==> src/cpu_consts.svh <==
`ifndef CPU_CONSTS_SVH
`define CPU_CONSTS_SVH

// datapath widths
`define DATA_W 8
`define ADDR_W 16
`define PC_W 8
`define DEV_W 5

// destination device codes, as carried in the low five bits of the hi byte
`define DEV_NONE 5'd0
`define DEV_MARLO 5'd1
`define DEV_MARHI 5'd2
`define DEV_UART 5'd3
`define DEV_RAM 5'd4
`define DEV_PC 5'd5
`define DEV_HALT 5'd6

// general registers sit at 16..19, top device bit set
`define DEV_REG0 5'd16

// the uart occupies a single byte of bus space
`define UART_ADDR 16'hFF00

`endif

==> src/cpu_pkg.sv <==
`include "cpu_consts.svh"

package cpu_pkg;

    // plain vectors with a meaning
    typedef logic [`DATA_W-1:0] data_t;
    typedef logic [`ADDR_W-1:0] addr_t;
    typedef logic [`PC_W-1:0] pc_t;
    typedef logic [`DEV_W-1:0] dev_t;
    typedef logic [1:0] reg_sel_t;

    // top three bits of the program word
    typedef enum logic [2:0] {
        OP_DEV_EQ_ROM,
        OP_DEV_EQ_RAM,
        OP_DEV_EQ_RAMZP,
        OP_DEV_EQ_UART,
        OP_NONREG_EQ_OPREGY,
        OP_REGX_EQ_ALU,
        OP_RAMZP_EQ_REG,
        OP_RAMZP_EQ_UART
    } op_sel_e;

    // alu function select, sub is x minus y
    typedef enum logic [2:0] {
        ALU_PASSX,
        ALU_PASSY,
        ALU_ADD,
        ALU_SUB,
        ALU_AND,
        ALU_OR,
        ALU_XOR,
        ALU_NOTX
    } alu_op_e;

    typedef enum logic [1:0] {
        ST_EXEC,
        ST_BUS,
        ST_HALT
    } seq_state_e;

    // 24-bit program word, hi byte first
    typedef struct packed {
        op_sel_e op;
        dev_t dev;
        alu_op_e alu_op;
        reg_sel_t x_sel;
        reg_sel_t y_sel;
        logic spare;
        data_t imm;
    } instr_t;

    // decoded strobes from the control selector
    typedef struct packed {
        logic rom_out;
        logic ram_out;
        logic alu_out;
        logic uart_out;
        logic ram_zp;
        logic force_alu_op_to_passx;
        logic force_x_val_to_zero;
        dev_t device_in;
    } ctrl_t;

    // wishbone classic master outputs
    typedef struct packed {
        logic cyc;
        logic stb;
        logic we;
        addr_t adr;
        data_t dat;
    } wb_req_t;

endpackage

==> src/control_selector.sv <==
`timescale 1ns/1ps
`include "cpu_consts.svh"

module control_selector (
    input  cpu_pkg::data_t hi,
    output cpu_pkg::ctrl_t ctrl
);
    import cpu_pkg::*;

    op_sel_e op;
    logic [7:0] op_hot;
    logic zp_write_op;
    logic reg_bit;

    // operation lives in the top three bits of the hi byte
    assign op = op_sel_e'(hi[7:5]);

    always_comb begin
        // one-hot decode, one line per operation
        op_hot = 8'b1 << op;

        // immediate drives the source byte only for the rom op
        ctrl.rom_out = op_hot[OP_DEV_EQ_ROM];

        // both ram reads share one select, address picked by ram_zp
        ctrl.ram_out = op_hot[OP_DEV_EQ_RAM] | op_hot[OP_DEV_EQ_RAMZP];

        // uart reads, to a device or on the way to zero page
        ctrl.uart_out = op_hot[OP_DEV_EQ_UART] | op_hot[OP_RAMZP_EQ_UART];

        // alu is the source for the three register ops
        ctrl.alu_out = op_hot[OP_NONREG_EQ_OPREGY]
                     | op_hot[OP_REGX_EQ_ALU]
                     | op_hot[OP_RAMZP_EQ_REG];

        // zero page: high address byte held at zero, low byte from the immediate
        ctrl.ram_zp = op_hot[OP_DEV_EQ_RAMZP]
                    | op_hot[OP_RAMZP_EQ_REG]
                    | op_hot[OP_RAMZP_EQ_UART];

        // storing a register to zero page routes x straight through the alu
        ctrl.force_alu_op_to_passx = op_hot[OP_RAMZP_EQ_REG];

        // the non-register op works on y alone, so x reads as zero
        ctrl.force_x_val_to_zero = op_hot[OP_NONREG_EQ_OPREGY];

        // these two ops write to zero page over the bus
        zp_write_op = op_hot[OP_RAMZP_EQ_REG] | op_hot[OP_RAMZP_EQ_UART];

        // top device bit selects the register file
        // low for the non-register op, always set for regx
        if (op_hot[OP_REGX_EQ_ALU]) begin
            reg_bit = 1'b1;
        end else if (op_hot[OP_NONREG_EQ_OPREGY]) begin
            reg_bit = 1'b0;
        end else begin
            reg_bit = hi[`DEV_W-1];
        end

        // a zero-page write has the bus as its only destination
        if (zp_write_op) begin
            ctrl.device_in = `DEV_NONE;
        end else begin
            ctrl.device_in = {reg_bit, hi[`DEV_W-2:0]};
        end
    end

endmodule

==> src/alu.sv <==
`timescale 1ns/1ps

module alu (
    input  cpu_pkg::data_t x_val,
    input  cpu_pkg::data_t y_val,
    input  cpu_pkg::alu_op_e alu_op,
    input  logic force_alu_op_to_passx,
    input  logic force_x_val_to_zero,
    output cpu_pkg::data_t result
);
    import cpu_pkg::*;

    data_t x_eff;
    alu_op_e op_eff;

    // overrides from the control selector
    assign x_eff = force_x_val_to_zero ? '0 : x_val;
    assign op_eff = force_alu_op_to_passx ? ALU_PASSX : alu_op;

    always_comb begin
        case (op_eff)
            ALU_PASSX: begin
                result = x_eff;
            end
            ALU_PASSY: begin
                result = y_val;
            end
            // add and sub wrap at 8 bits, no carry out
            ALU_ADD: begin
                result = x_eff + y_val;
            end
            ALU_SUB: begin
                result = x_eff - y_val;
            end
            ALU_AND: begin
                result = x_eff & y_val;
            end
            ALU_OR: begin
                result = x_eff | y_val;
            end
            ALU_XOR: begin
                result = x_eff ^ y_val;
            end
            ALU_NOTX: begin
                result = ~x_eff;
            end
            default: begin
                result = x_eff;
            end
        endcase
    end

endmodule

==> src/register_bank.sv <==
`timescale 1ns/1ps
`include "cpu_consts.svh"

module register_bank (
    input  logic clk,
    input  logic reset,
    input  logic wr_en,
    input  cpu_pkg::dev_t wr_dev,
    input  cpu_pkg::data_t wr_data,
    input  cpu_pkg::reg_sel_t x_sel,
    input  cpu_pkg::reg_sel_t y_sel,
    output cpu_pkg::data_t x_val,
    output cpu_pkg::data_t y_val,
    output cpu_pkg::addr_t mar
);
    import cpu_pkg::*;

    data_t regs [4];
    data_t mar_lo;
    data_t mar_hi;
    logic reg_hit;
    reg_sel_t reg_idx;

    // registers occupy four consecutive codes from DEV_REG0
    assign reg_hit = (wr_dev & ~`DEV_W'(3)) == `DEV_REG0;
    assign reg_idx = wr_dev[1:0];

    always_ff @(posedge clk) begin
        if (reset) begin
            for (int i = 0; i < 4; i++) begin
                regs[i] <= '0;
            end
            mar_lo <= '0;
            mar_hi <= '0;
        end else if (wr_en) begin
            // other device codes belong to the sequencer or the bus
            if (reg_hit) begin
                regs[reg_idx] <= wr_data;
            end else if (wr_dev == `DEV_MARLO) begin
                mar_lo <= wr_data;
            end else if (wr_dev == `DEV_MARHI) begin
                mar_hi <= wr_data;
            end
        end
    end

    // operand reads are combinational
    assign x_val = regs[x_sel];
    assign y_val = regs[y_sel];

    // two-byte memory address
    assign mar = {mar_hi, mar_lo};

endmodule

==> src/bus_sequencer.sv <==
`timescale 1ns/1ps
`include "cpu_consts.svh"

module bus_sequencer (
    input  logic clk,
    input  logic reset,
    input  cpu_pkg::instr_t instr,
    input  cpu_pkg::ctrl_t ctrl,
    input  cpu_pkg::data_t alu_result,
    input  cpu_pkg::addr_t mar,
    input  cpu_pkg::data_t wb_dat_r,
    input  logic wb_ack,
    output cpu_pkg::pc_t pc,
    output cpu_pkg::wb_req_t wb_req,
    output logic wr_en,
    output cpu_pkg::dev_t wr_dev,
    output cpu_pkg::data_t wr_data,
    output logic halted
);
    import cpu_pkg::*;

    seq_state_e state;
    logic wr_pend;
    data_t rd_data;
    logic zp_write;
    logic bus_read;
    logic bus_write;
    logic read_ack;
    logic finish;
    addr_t zp_addr;
    addr_t rd_addr;
    addr_t wr_addr;
    data_t bus_byte;
    data_t src_byte;

    assign zp_addr = {{(`ADDR_W - `DATA_W){1'b0}}, instr.imm};

    always_comb begin
        // zero-page ops without a ram read are writes to zero page
        zp_write = ctrl.ram_zp & ~ctrl.ram_out;
        bus_read = ctrl.ram_out | ctrl.uart_out;
        bus_write = zp_write
                  | (ctrl.device_in == `DEV_RAM)
                  | (ctrl.device_in == `DEV_UART);

        // read side: uart, zero page or mar
        if (ctrl.uart_out) begin
            rd_addr = `UART_ADDR;
        end else if (ctrl.ram_zp) begin
            rd_addr = zp_addr;
        end else begin
            rd_addr = mar;
        end

        // write side
        if (zp_write) begin
            wr_addr = zp_addr;
        end else if (ctrl.device_in == `DEV_UART) begin
            wr_addr = `UART_ADDR;
        end else begin
            wr_addr = mar;
        end

        // live bus data on the acking edge of a read, captured copy after it
        read_ack = (state == ST_BUS) & wb_req.cyc & ~wb_req.we & wb_ack;
        bus_byte = read_ack ? wb_dat_r : rd_data;

        if (ctrl.rom_out) begin
            src_byte = instr.imm;
        end else if (ctrl.alu_out) begin
            src_byte = alu_result;
        end else begin
            src_byte = bus_byte;
        end

        // last cycle of the instruction
        case (state)
            ST_EXEC: finish = ~bus_read & ~bus_write;
            ST_BUS:  finish = wb_req.cyc & wb_ack & ~wr_pend;
            default: finish = 1'b0;
        endcase
    end

    // register bank picks out its own device codes
    assign wr_en = finish;
    assign wr_dev = ctrl.device_in;
    assign wr_data = src_byte;

    always_ff @(posedge clk) begin
        if (reset) begin
            state <= ST_EXEC;
            pc <= '0;
            wb_req <= '0;
            wr_pend <= 1'b0;
            halted <= 1'b0;
        end else begin
            case (state)
                ST_EXEC: begin
                    // request goes out the cycle after decode, read first if any
                    if (bus_read | bus_write) begin
                        wb_req.cyc <= 1'b1;
                        wb_req.stb <= 1'b1;
                        wb_req.we <= ~bus_read;
                        wb_req.adr <= bus_read ? rd_addr : wr_addr;
                        wb_req.dat <= src_byte;
                        wr_pend <= bus_read & bus_write;
                        state <= ST_BUS;
                    end
                end
                ST_BUS: begin
                    if (!wb_req.cyc) begin
                        // idle cycle after the read, now write the captured byte
                        wb_req.cyc <= 1'b1;
                        wb_req.stb <= 1'b1;
                        wb_req.we <= 1'b1;
                        wb_req.adr <= wr_addr;
                        wb_req.dat <= rd_data;
                        wr_pend <= 1'b0;
                    end else if (wb_ack) begin
                        wb_req.cyc <= 1'b0;
                        wb_req.stb <= 1'b0;
                        if (!wr_pend) begin
                            state <= ST_EXEC;
                        end
                    end
                end
                default: begin
                    // halted, only reset leaves here
                    state <= ST_HALT;
                end
            endcase

            // pc moves on the final edge of each instruction
            if (finish) begin
                if (ctrl.device_in == `DEV_HALT) begin
                    state <= ST_HALT;
                    halted <= 1'b1;
                end else if (ctrl.device_in == `DEV_PC) begin
                    pc <= src_byte;
                end else begin
                    pc <= pc + pc_t'(1);
                end
            end
        end
    end

    // read data capture
    always_ff @(posedge clk) begin
        if (reset) begin
            rd_data <= '0;
        end else if (read_ack) begin
            rd_data <= wb_dat_r;
        end
    end

endmodule

==> src/spam_cpu.sv <==
`timescale 1ns/1ps

module spam_cpu (
    input  logic clk,
    input  logic reset,
    input  cpu_pkg::instr_t instr,
    output cpu_pkg::pc_t pc,
    output cpu_pkg::wb_req_t wb_req,
    input  cpu_pkg::data_t wb_dat_r,
    input  logic wb_ack,
    output logic halted
);
    import cpu_pkg::*;

    ctrl_t ctrl;
    data_t x_val;
    data_t y_val;
    addr_t mar;
    data_t alu_result;
    logic wr_en;
    dev_t wr_dev;
    data_t wr_data;

    // decode looks only at the hi byte
    control_selector u_control_selector (
        .hi   ({instr.op, instr.dev}),
        .ctrl (ctrl)
    );

    alu u_alu (
        .x_val                 (x_val),
        .y_val                 (y_val),
        .alu_op                (instr.alu_op),
        .force_alu_op_to_passx (ctrl.force_alu_op_to_passx),
        .force_x_val_to_zero   (ctrl.force_x_val_to_zero),
        .result                (alu_result)
    );

    // operand selects come straight from the mid byte
    register_bank u_register_bank (
        .clk     (clk),
        .reset   (reset),
        .wr_en   (wr_en),
        .wr_dev  (wr_dev),
        .wr_data (wr_data),
        .x_sel   (instr.x_sel),
        .y_sel   (instr.y_sel),
        .x_val   (x_val),
        .y_val   (y_val),
        .mar     (mar)
    );

    bus_sequencer u_bus_sequencer (
        .clk        (clk),
        .reset      (reset),
        .instr      (instr),
        .ctrl       (ctrl),
        .alu_result (alu_result),
        .mar        (mar),
        .wb_dat_r   (wb_dat_r),
        .wb_ack     (wb_ack),
        .pc         (pc),
        .wb_req     (wb_req),
        .wr_en      (wr_en),
        .wr_dev     (wr_dev),
        .wr_data    (wr_data),
        .halted     (halted)
    );

endmodule

==> config.mk <==
export PLATFORM = sky130hd
export DESIGN_NAME = spam_cpu
export DESIGN_NICKNAME = d
export VERILOG_FILES = /design/src/cpu_pkg.sv /design/src/control_selector.sv /design/src/alu.sv /design/src/register_bank.sv /design/src/bus_sequencer.sv /design/src/spam_cpu.sv
export VERILOG_INCLUDE_DIRS = /design/src /design/src/src
export SDC_FILE = /design/constraint.sdc
export NUM_CORES = 1
export LEC_CHECK = 0
export BUFFER_PORTS_ARGS = -buffer_cell sky130_fd_sc_hd__buf_2
export CORE_AREA = 2 2 106 108
export CTS_CLUSTER_DIAMETER = 120
export CTS_CLUSTER_SIZE = 14
export DETAILED_ROUTE_END_ITERATION = 7
export DIE_AREA = 0 0 108 110
export PLACE_DENSITY = 0.87
export SLEW_MARGIN = 20
export SYNTH_ARGS = -nofsm -noshare
export SYNTH_HDL_FRONTEND = slang
export SYNTH_HIERARCHICAL = 1
export SYNTH_SLANG_ARGS = --single-unit
==> constraint.sdc <==
create_clock -name clk -period 5.1 [get_ports clk]
set_clock_uncertainty 0.15 [all_clocks]
set_input_delay 1.02 -clock clk [delete_from_list [all_inputs] [get_ports clk]]
set_output_delay 1.02 -clock clk [all_outputs]
set_load 0.005 [all_outputs]
## Yosys cells after proc, flatten, opt, wreduce, memory -nomap -nowiden

Memories as Yosys holds them, arrays and structs flattened.
Cells that the tools add are included.
Widths: inputs -> output; s select.

- Register bits: 63
- RAM bits: 32
- Input port bits: 35
- Output and inout bits: 36
- Logic and storage cells: 117
- Memories kept: 1

- Add/sub/neg operators: 3
- Eq/ne operators: 18
- Shift-type cells: 1
- Multiplexer cells: 40
- Bitwise gates (word level): 31
- Reduce and logical (&&, ||, !) cells: 11

Memories:

| memory | depth | width | read ports | clocked after memory_dff | wr ports | line | RTL |
|---|---|---|---|---|---|---|---|
| u_register_bank.regs | 4 | 8 | 2 | 0 | 4 | register_bank.sv:18 | `data_t regs [4];` |

Operators with widths:

| operator | number |
|---|---|
| $mux 16 | 5 |
| $pmux 8 s8 | 1 |
| $pmux 27 s2 | 1 |
| $mux 8 | 6 |
| $mux 27 | 1 |
| $mux 25 | 1 |
| $mux 2 | 9 |
| $eq 3x3->1 const B | 5 |
| $eq 5x3->1 const B | 3 |
| $mux 1 | 11 |
| $or 1x1->1 | 11 |
| $eq 5x2->1 const B | 2 |
| $reduce_and 3->1 | 3 |
| $add 8x1->8 const B | 1 |
| $add 8x8->8 | 1 |
| $and 1x1->1 | 8 |
| $and 8x8->8 | 1 |
| $not 1->1 | 8 |
| $not 8->8 | 1 |
| $or 8x8->8 | 1 |
| $reduce_or 8->1 | 1 |
| $shl 1x3->8 const A | 1 |
| $sub 8x8->8 | 1 |
| $xor 8x8->8 | 1 |
| 16 further kinds | 20 |

## Depth between registers and ports, before layout

- Depth after elaboration: 15
- Mapped depth: 18
- Gate-level depth less buffers: 17

## Cells and area by module

The synthesis kept the hierarchy.

Modules (own cells, without submodules):

| module | instances | cells each | area an instance (um^2) | sequential area each (um^2) |
|---|---|---|---|---|
| bus_sequencer | 1 | 333 | 2,568.7 | 940.9 |
| register_bank | 1 | 164 | 2,324.7 | 1,281.2 |
| alu | 1 | 184 | 1,307.5 | 0.0 |
| control_selector | 1 | 17 | 96.3 | 0.0 |

## Worst setup path before layout

Ideal clock, no wire load.

- Path kind: input to register
- Start: in instr[9] (netlist name)
- End: mem u_register_bank/regs[0][6] (netlist name) (data pin)
- Library setup time: 0.133 ns
- Arrival time: 4.242 ns
- Data required time: 4.817 ns
- Slack: 0.575 ns
- Stages on the path: 17
- Path buffers: 1
- Cells stage by stage: buf_2 > mux4_2 > inv_1 > ha_1 > nor2_1 > xnor2_1 > ha_1 > nor2b_1 > o31a_1 > o21a_1 > or3_1 > nand3_1 > nand2_1 > o21ai_0 > nand2_1 > o21ai_0 > and3_1

RTL lines:

| what | line | RTL |
|---|---|---|
| start, declared | spam_cpu.sv:6 | `input cpu_pkg::instr_t instr,` |
| end, declared | register_bank.sv:18 |  |

## Worst setup path in the final report

- Start: in instr[9] (netlist name)
- End: reg u_register_bank.mar_lo[4]

- Word-level cells in the longest chain between the ends: 5
- Elaborated cells between the ends (all ways): 9
- Those cells by class: 2 x add/sub; 3 x mux; 3 x bitwise; 1 x memory

RTL lines:

| what | line | RTL |
|---|---|---|
| $mem_v2 4x8 (*) | -- |  |
| net y_val[0] | spam_cpu.sv:17 | `data_t y_val;` |
| $sub 8x8->8 / $add 8x8->8 (equally long branches) | alu.sv:33, alu.sv:30 |  |
| $pmux 8 s8 (*) | alu.sv:21 | `case (op_eff)` |
| net alu_result[4] | spam_cpu.sv:19 | `data_t alu_result;` |
| $mux 8 (*) | bus_sequencer.sv:70 | `end else if (ctrl.alu_out) begin` |
| $mux 8 (*) | bus_sequencer.sv:68 | `if (ctrl.rom_out) begin` |
| net wr_data[4] | spam_cpu.sv:22 | `data_t wr_data;` |
| end signal, assigned | register_bank.sv:40 | `mar_lo <= wr_data;` |
| end, declared | register_bank.sv:19 | `data_t mar_lo;` |

Mark *: on every way through the listed nets, which the timed path passes. The rest lies on a longest branch.
A chain may end at the register's enable or synchronous reset.

==> impl_metrics.json <==
{
  "yosys.area_share.simple_pct": 23.9,
  "cellLeakagePower_nw": 2.93,
  "rrSetupSlack_ns": 0.82,
  "max_freq_mhz": 208,
  "synth_area_um2": 6300,
  "end_kind": "flop",
  "finalHoldViolCount": 0,
  "synth_top_area_share_pct": 20.0,
  "wl_met3_mm": 1.36,
  "power_mw": 1.86,
  "avgSynthCellArea_um2": 9.02,
  "diodes": 0,
  "holdWs_ns": 0.305,
  "synth_nets": 760,
  "grt_first_pass_wirelength_mm": 26.0,
  "seq_area_frac_synth_pct": 35.3,
  "synth_adder_area_share_pct": 5.48,
  "antenna_found_initial": 0,
  "maxCapViolCount": 0,
  "clock_tree.root_cell": "clkbuf_8",
  "layout_min_cycle_time_ns": 4.81,
  "comb_power_share_pct": 28.2,
  "crit_arrival_ns": 4.96,
  "worstReg2RegStart": "u_register_bank/regs[3][0]",
  "ir_drop_mv": 0.153,
  "rsz0062_at_grt": "no",
  "hold_end": "u_bus_sequencer/wr_pend",
  "ctsResizeCount": 0,
  "p_switching_mw": 0.624,
  "postSynthCellCount": 698,
  "worstSkewPairLatency_ns": 0.38,
  "hold_class": "reg2reg",
  "setup_viol": 0,
  "worstPathRequired_ns": 5.25,
  "dp_hpwl_mm": 12.7,
  "drt_iter0_drc": 533,
  "postCtsSetupBuffers": 0,
  "path_clk_slew_ns": 0.10,
  "fin_setup_tns_ns": 0,
  "track_usage_pct": 28.3,
  "core_area_um2": 10700,
  "met1_length_mm": 7.27,
  "utilization_pct": 64.4,
  "dieArea_um2": 11900,
  "synth_flop_cell": "dfxtp_1",
  "reg2reg_depth": 15,
  "routed.top_layer": "met4",
  "grt_pass1_vias": 5189,
  "slew_headroom_pct": 24.2,
  "slew_viol_final": 0,
  "num_vias": 5710,
  "power_density_nw_per_um2": 269,
  "post-route-period-util_pct": 94.3,
  "ys_types": 76,
  "tightestPinTransition_ns": 1.12,
  "h-tree-depth": 3,
  "crit_fanout": 7,
  "ys_warn_count": 6,
  "synth_area_leaders": "dfxtp_1 20%, edfxtp_1 15%, mux4_2 5.7%, ha_1 5.2%, nor2_1 4.1%",
  "synth_area_leader_cell": "dfxtp_1",
  "met2_length_mm": 7.69,
  "min_path_cells": 2,
  "rows": 38,
  "cts_tree": "built",
  "grt_overflow": 0,
  "numCtsBuffers": 9,
  "status": "finished clean",
  "cts_buffer_depth": 2,
  "io_pins": 71,
  "die_y_um": 110,
  "startpoint_type": "input pin",
  "grt_start_max_net_pins": 46,
  "ant_nets": 0,
  "ctsHoldBuffers": 0,
  "synth_most_common_cell": "nor2_1",
  "synthTopCellsByCount": "68 x nor2_1, 63 x dfxtp_1, 54 x nand2_1",
  "cts.sinks": 95,
  "wl_per_cell_um": 18.8,
  "gp_congestion": 0.948,
  "synth_compound_area_share_pct": 18.6,
  "ys_async_sr_fraction_pct": 0,
  "synthMuxAreaShare_pct": 9.56,
  "wl_mm": 16.8,
  "portBuffers": 69,
  "p_seq_share_pct": 45.9,
  "syn_to_final_growth_pct": 9.48,
  "drive_gt1_share_pct": 18.0,
  "crit_type": "in2reg",
  "synthXorXnorAreaFrac_pct": 1.39,
  "p_clk_share_pct": 25.9,
  "filler_cell_count": 836,
  "synth-seq-cells": 95,
  "fp.dieW_um": 108,
  "initial_core_util_pct": 58.9,
  "intPower_mw": 1.23,
  "viasPerCell": 6.39,
  "nets": 811,
  "synth_top_family_by_area": "simple AND/OR/NAND/NOR gates",
  "timing.rr.end": "u_register_bank/mar_lo[4]",
  "drtPass1Iterations": 5,
  "hp-start": "u_bus_sequencer/wr_pend",
  "drc_errors": 0,
  "swShare_pct": 33.7,
  "synth_edf_count": 32
}
## logic make-up after synthesis
| group | count (synthesis) |
|---|---|
| AO/OA/AOI/OAI | 171 |
| adder cells (fa/ha/maj) | 27 |
| multiplexers | 40 |
| AND/OR/NAND/NOR | 279 |
| buffers and inverters | 76 |
| flip-flops | 95 |
| XOR/XNOR | 10 |
## sequential cells by signal (all words and copies together) (netlist names)
name and flops:
u_bus_sequencer/halted 1, u_bus_sequencer/pc 8, u_bus_sequencer/rd_data 8, u_bus_sequencer/state 2
u_bus_sequencer/wb_req 27, u_bus_sequencer/wr_pend 1, u_register_bank/mar_hi 8, u_register_bank/mar_lo 8
u_register_bank/regs 32
## power groups by stage
stage | combinational (mW) | clock (mW) | sequential (mW)
after floorplan | 0.349 | 0 | 0.864
after global placement | 0.492 | 0 | 0.864
after detailed placement | 0.507 | 0 | 0.868
after CTS | 0.511 | 0.491 | 0.850
after global routing | 0.568 | 0.515 | 0.856
final | 0.523 | 0.481 | 0.851
## layer usage
| layer | up-vias | GRT usage (%) |
|---|---|---|
| li1 | 2660 | - |
| met1 | 2739 | 37.8 |
| met2 | 269 | 45.1 |
| met3 | 42 | 6.17 |
| met4 | 0 | 11.0 |
| met5 | - | 0 |
## cell usage in the layout (no fill, tap or decap), types with 5 or more instances in the layout
cell type  Yosys  routed
inv_1         27      27
clkbuf_8       0      10
nand2_1       54      54
and2_1        19      19
nor2_1        68      68
ha_1          26      26
nor3_1        15      15
xnor2_1        8       8
nand3b_1       5       5
edfxtp_1      32      32
nor2b_1        8       8
a221oi_1      14      14
o221ai_1       8       8
buf_2          7      69
a311oi_1      11      11
a21oi_1       42      42
mux2i_1       23      23
o21ai_0       25      25
nand3_1        7       7
o21ai_1        6       6
o22ai_1        8       8
nand2b_1      38      38
a31oi_1        8       8
o211ai_1       6       6
o21a_1         6       5
buf_4         10      20
mux4_2        16      16
dfxtp_1       63      63
and3_1        27      27
a211oi_1       7       7
a21o_1         5       5
## stage by stage
step                worst slack, ns  instance area [µm²]  instances
floorplan                     0.575                 6300        698
global placement             0.0871                 6710        878
detailed placement           0.0119                 6710        878
CTS                           0.379                 6890        894
global route                 0.0929                 6890        894
finish                        0.291                 6890        894
## critical path, stage by stage
cell and delay [ns]:
buf_2 0.23, mux4_2 0.61, nor3_1 0.31, buf_4 0.18
nor2_1 0.04, xnor2_1 0.19, ha_1 0.28, buf_4 0.16
o21a_1 0.16, o31a_1 0.11, a211oi_1 0.26, o32a_1 0.24
o22ai_1 0.13, a21oi_1 0.55, nand2b_1 0.25, mux2i_1 0.22
## worst max path at each step
| stage | startpoint | endpoint | slack (ns) | depth (start not counted) |
|---|---|---|---|---|
| after global routing | instr[9] | u_register_bank/mar_lo[4] | 0.09 | 14 |
| after global placement | instr[9] | u_register_bank/mar_hi[6] | 0.09 | 20 |
| after detailed placement | instr[9] | u_register_bank/mar_lo[4] | 0.01 | 16 |
| final | instr[9] | u_register_bank/mar_lo[4] | 0.29 | 16 |
| after CTS | instr[9] | u_register_bank/mar_lo[4] | 0.38 | 16 |
| after floorplan | instr[9] | u_register_bank/regs[0][6] | 0.57 | 17 |
## cell type report
cell class / instances / area [µm²] / share of cell area, %
Multi-Input combinational cell: 527 / 3710 / 53.8
Sequential cell: 95 / 2220 / 32.2
Timing Repair Buffer: 89 / 495 / 7.19
Tap cell: 140 / 175 / 2.54
Clock buffer: 10 / 138 / 2.00
Inverter: 27 / 101 / 1.47
Clock inverter: 6 / 50.0 / 0.726
Power figures use the tool's default switching activity.
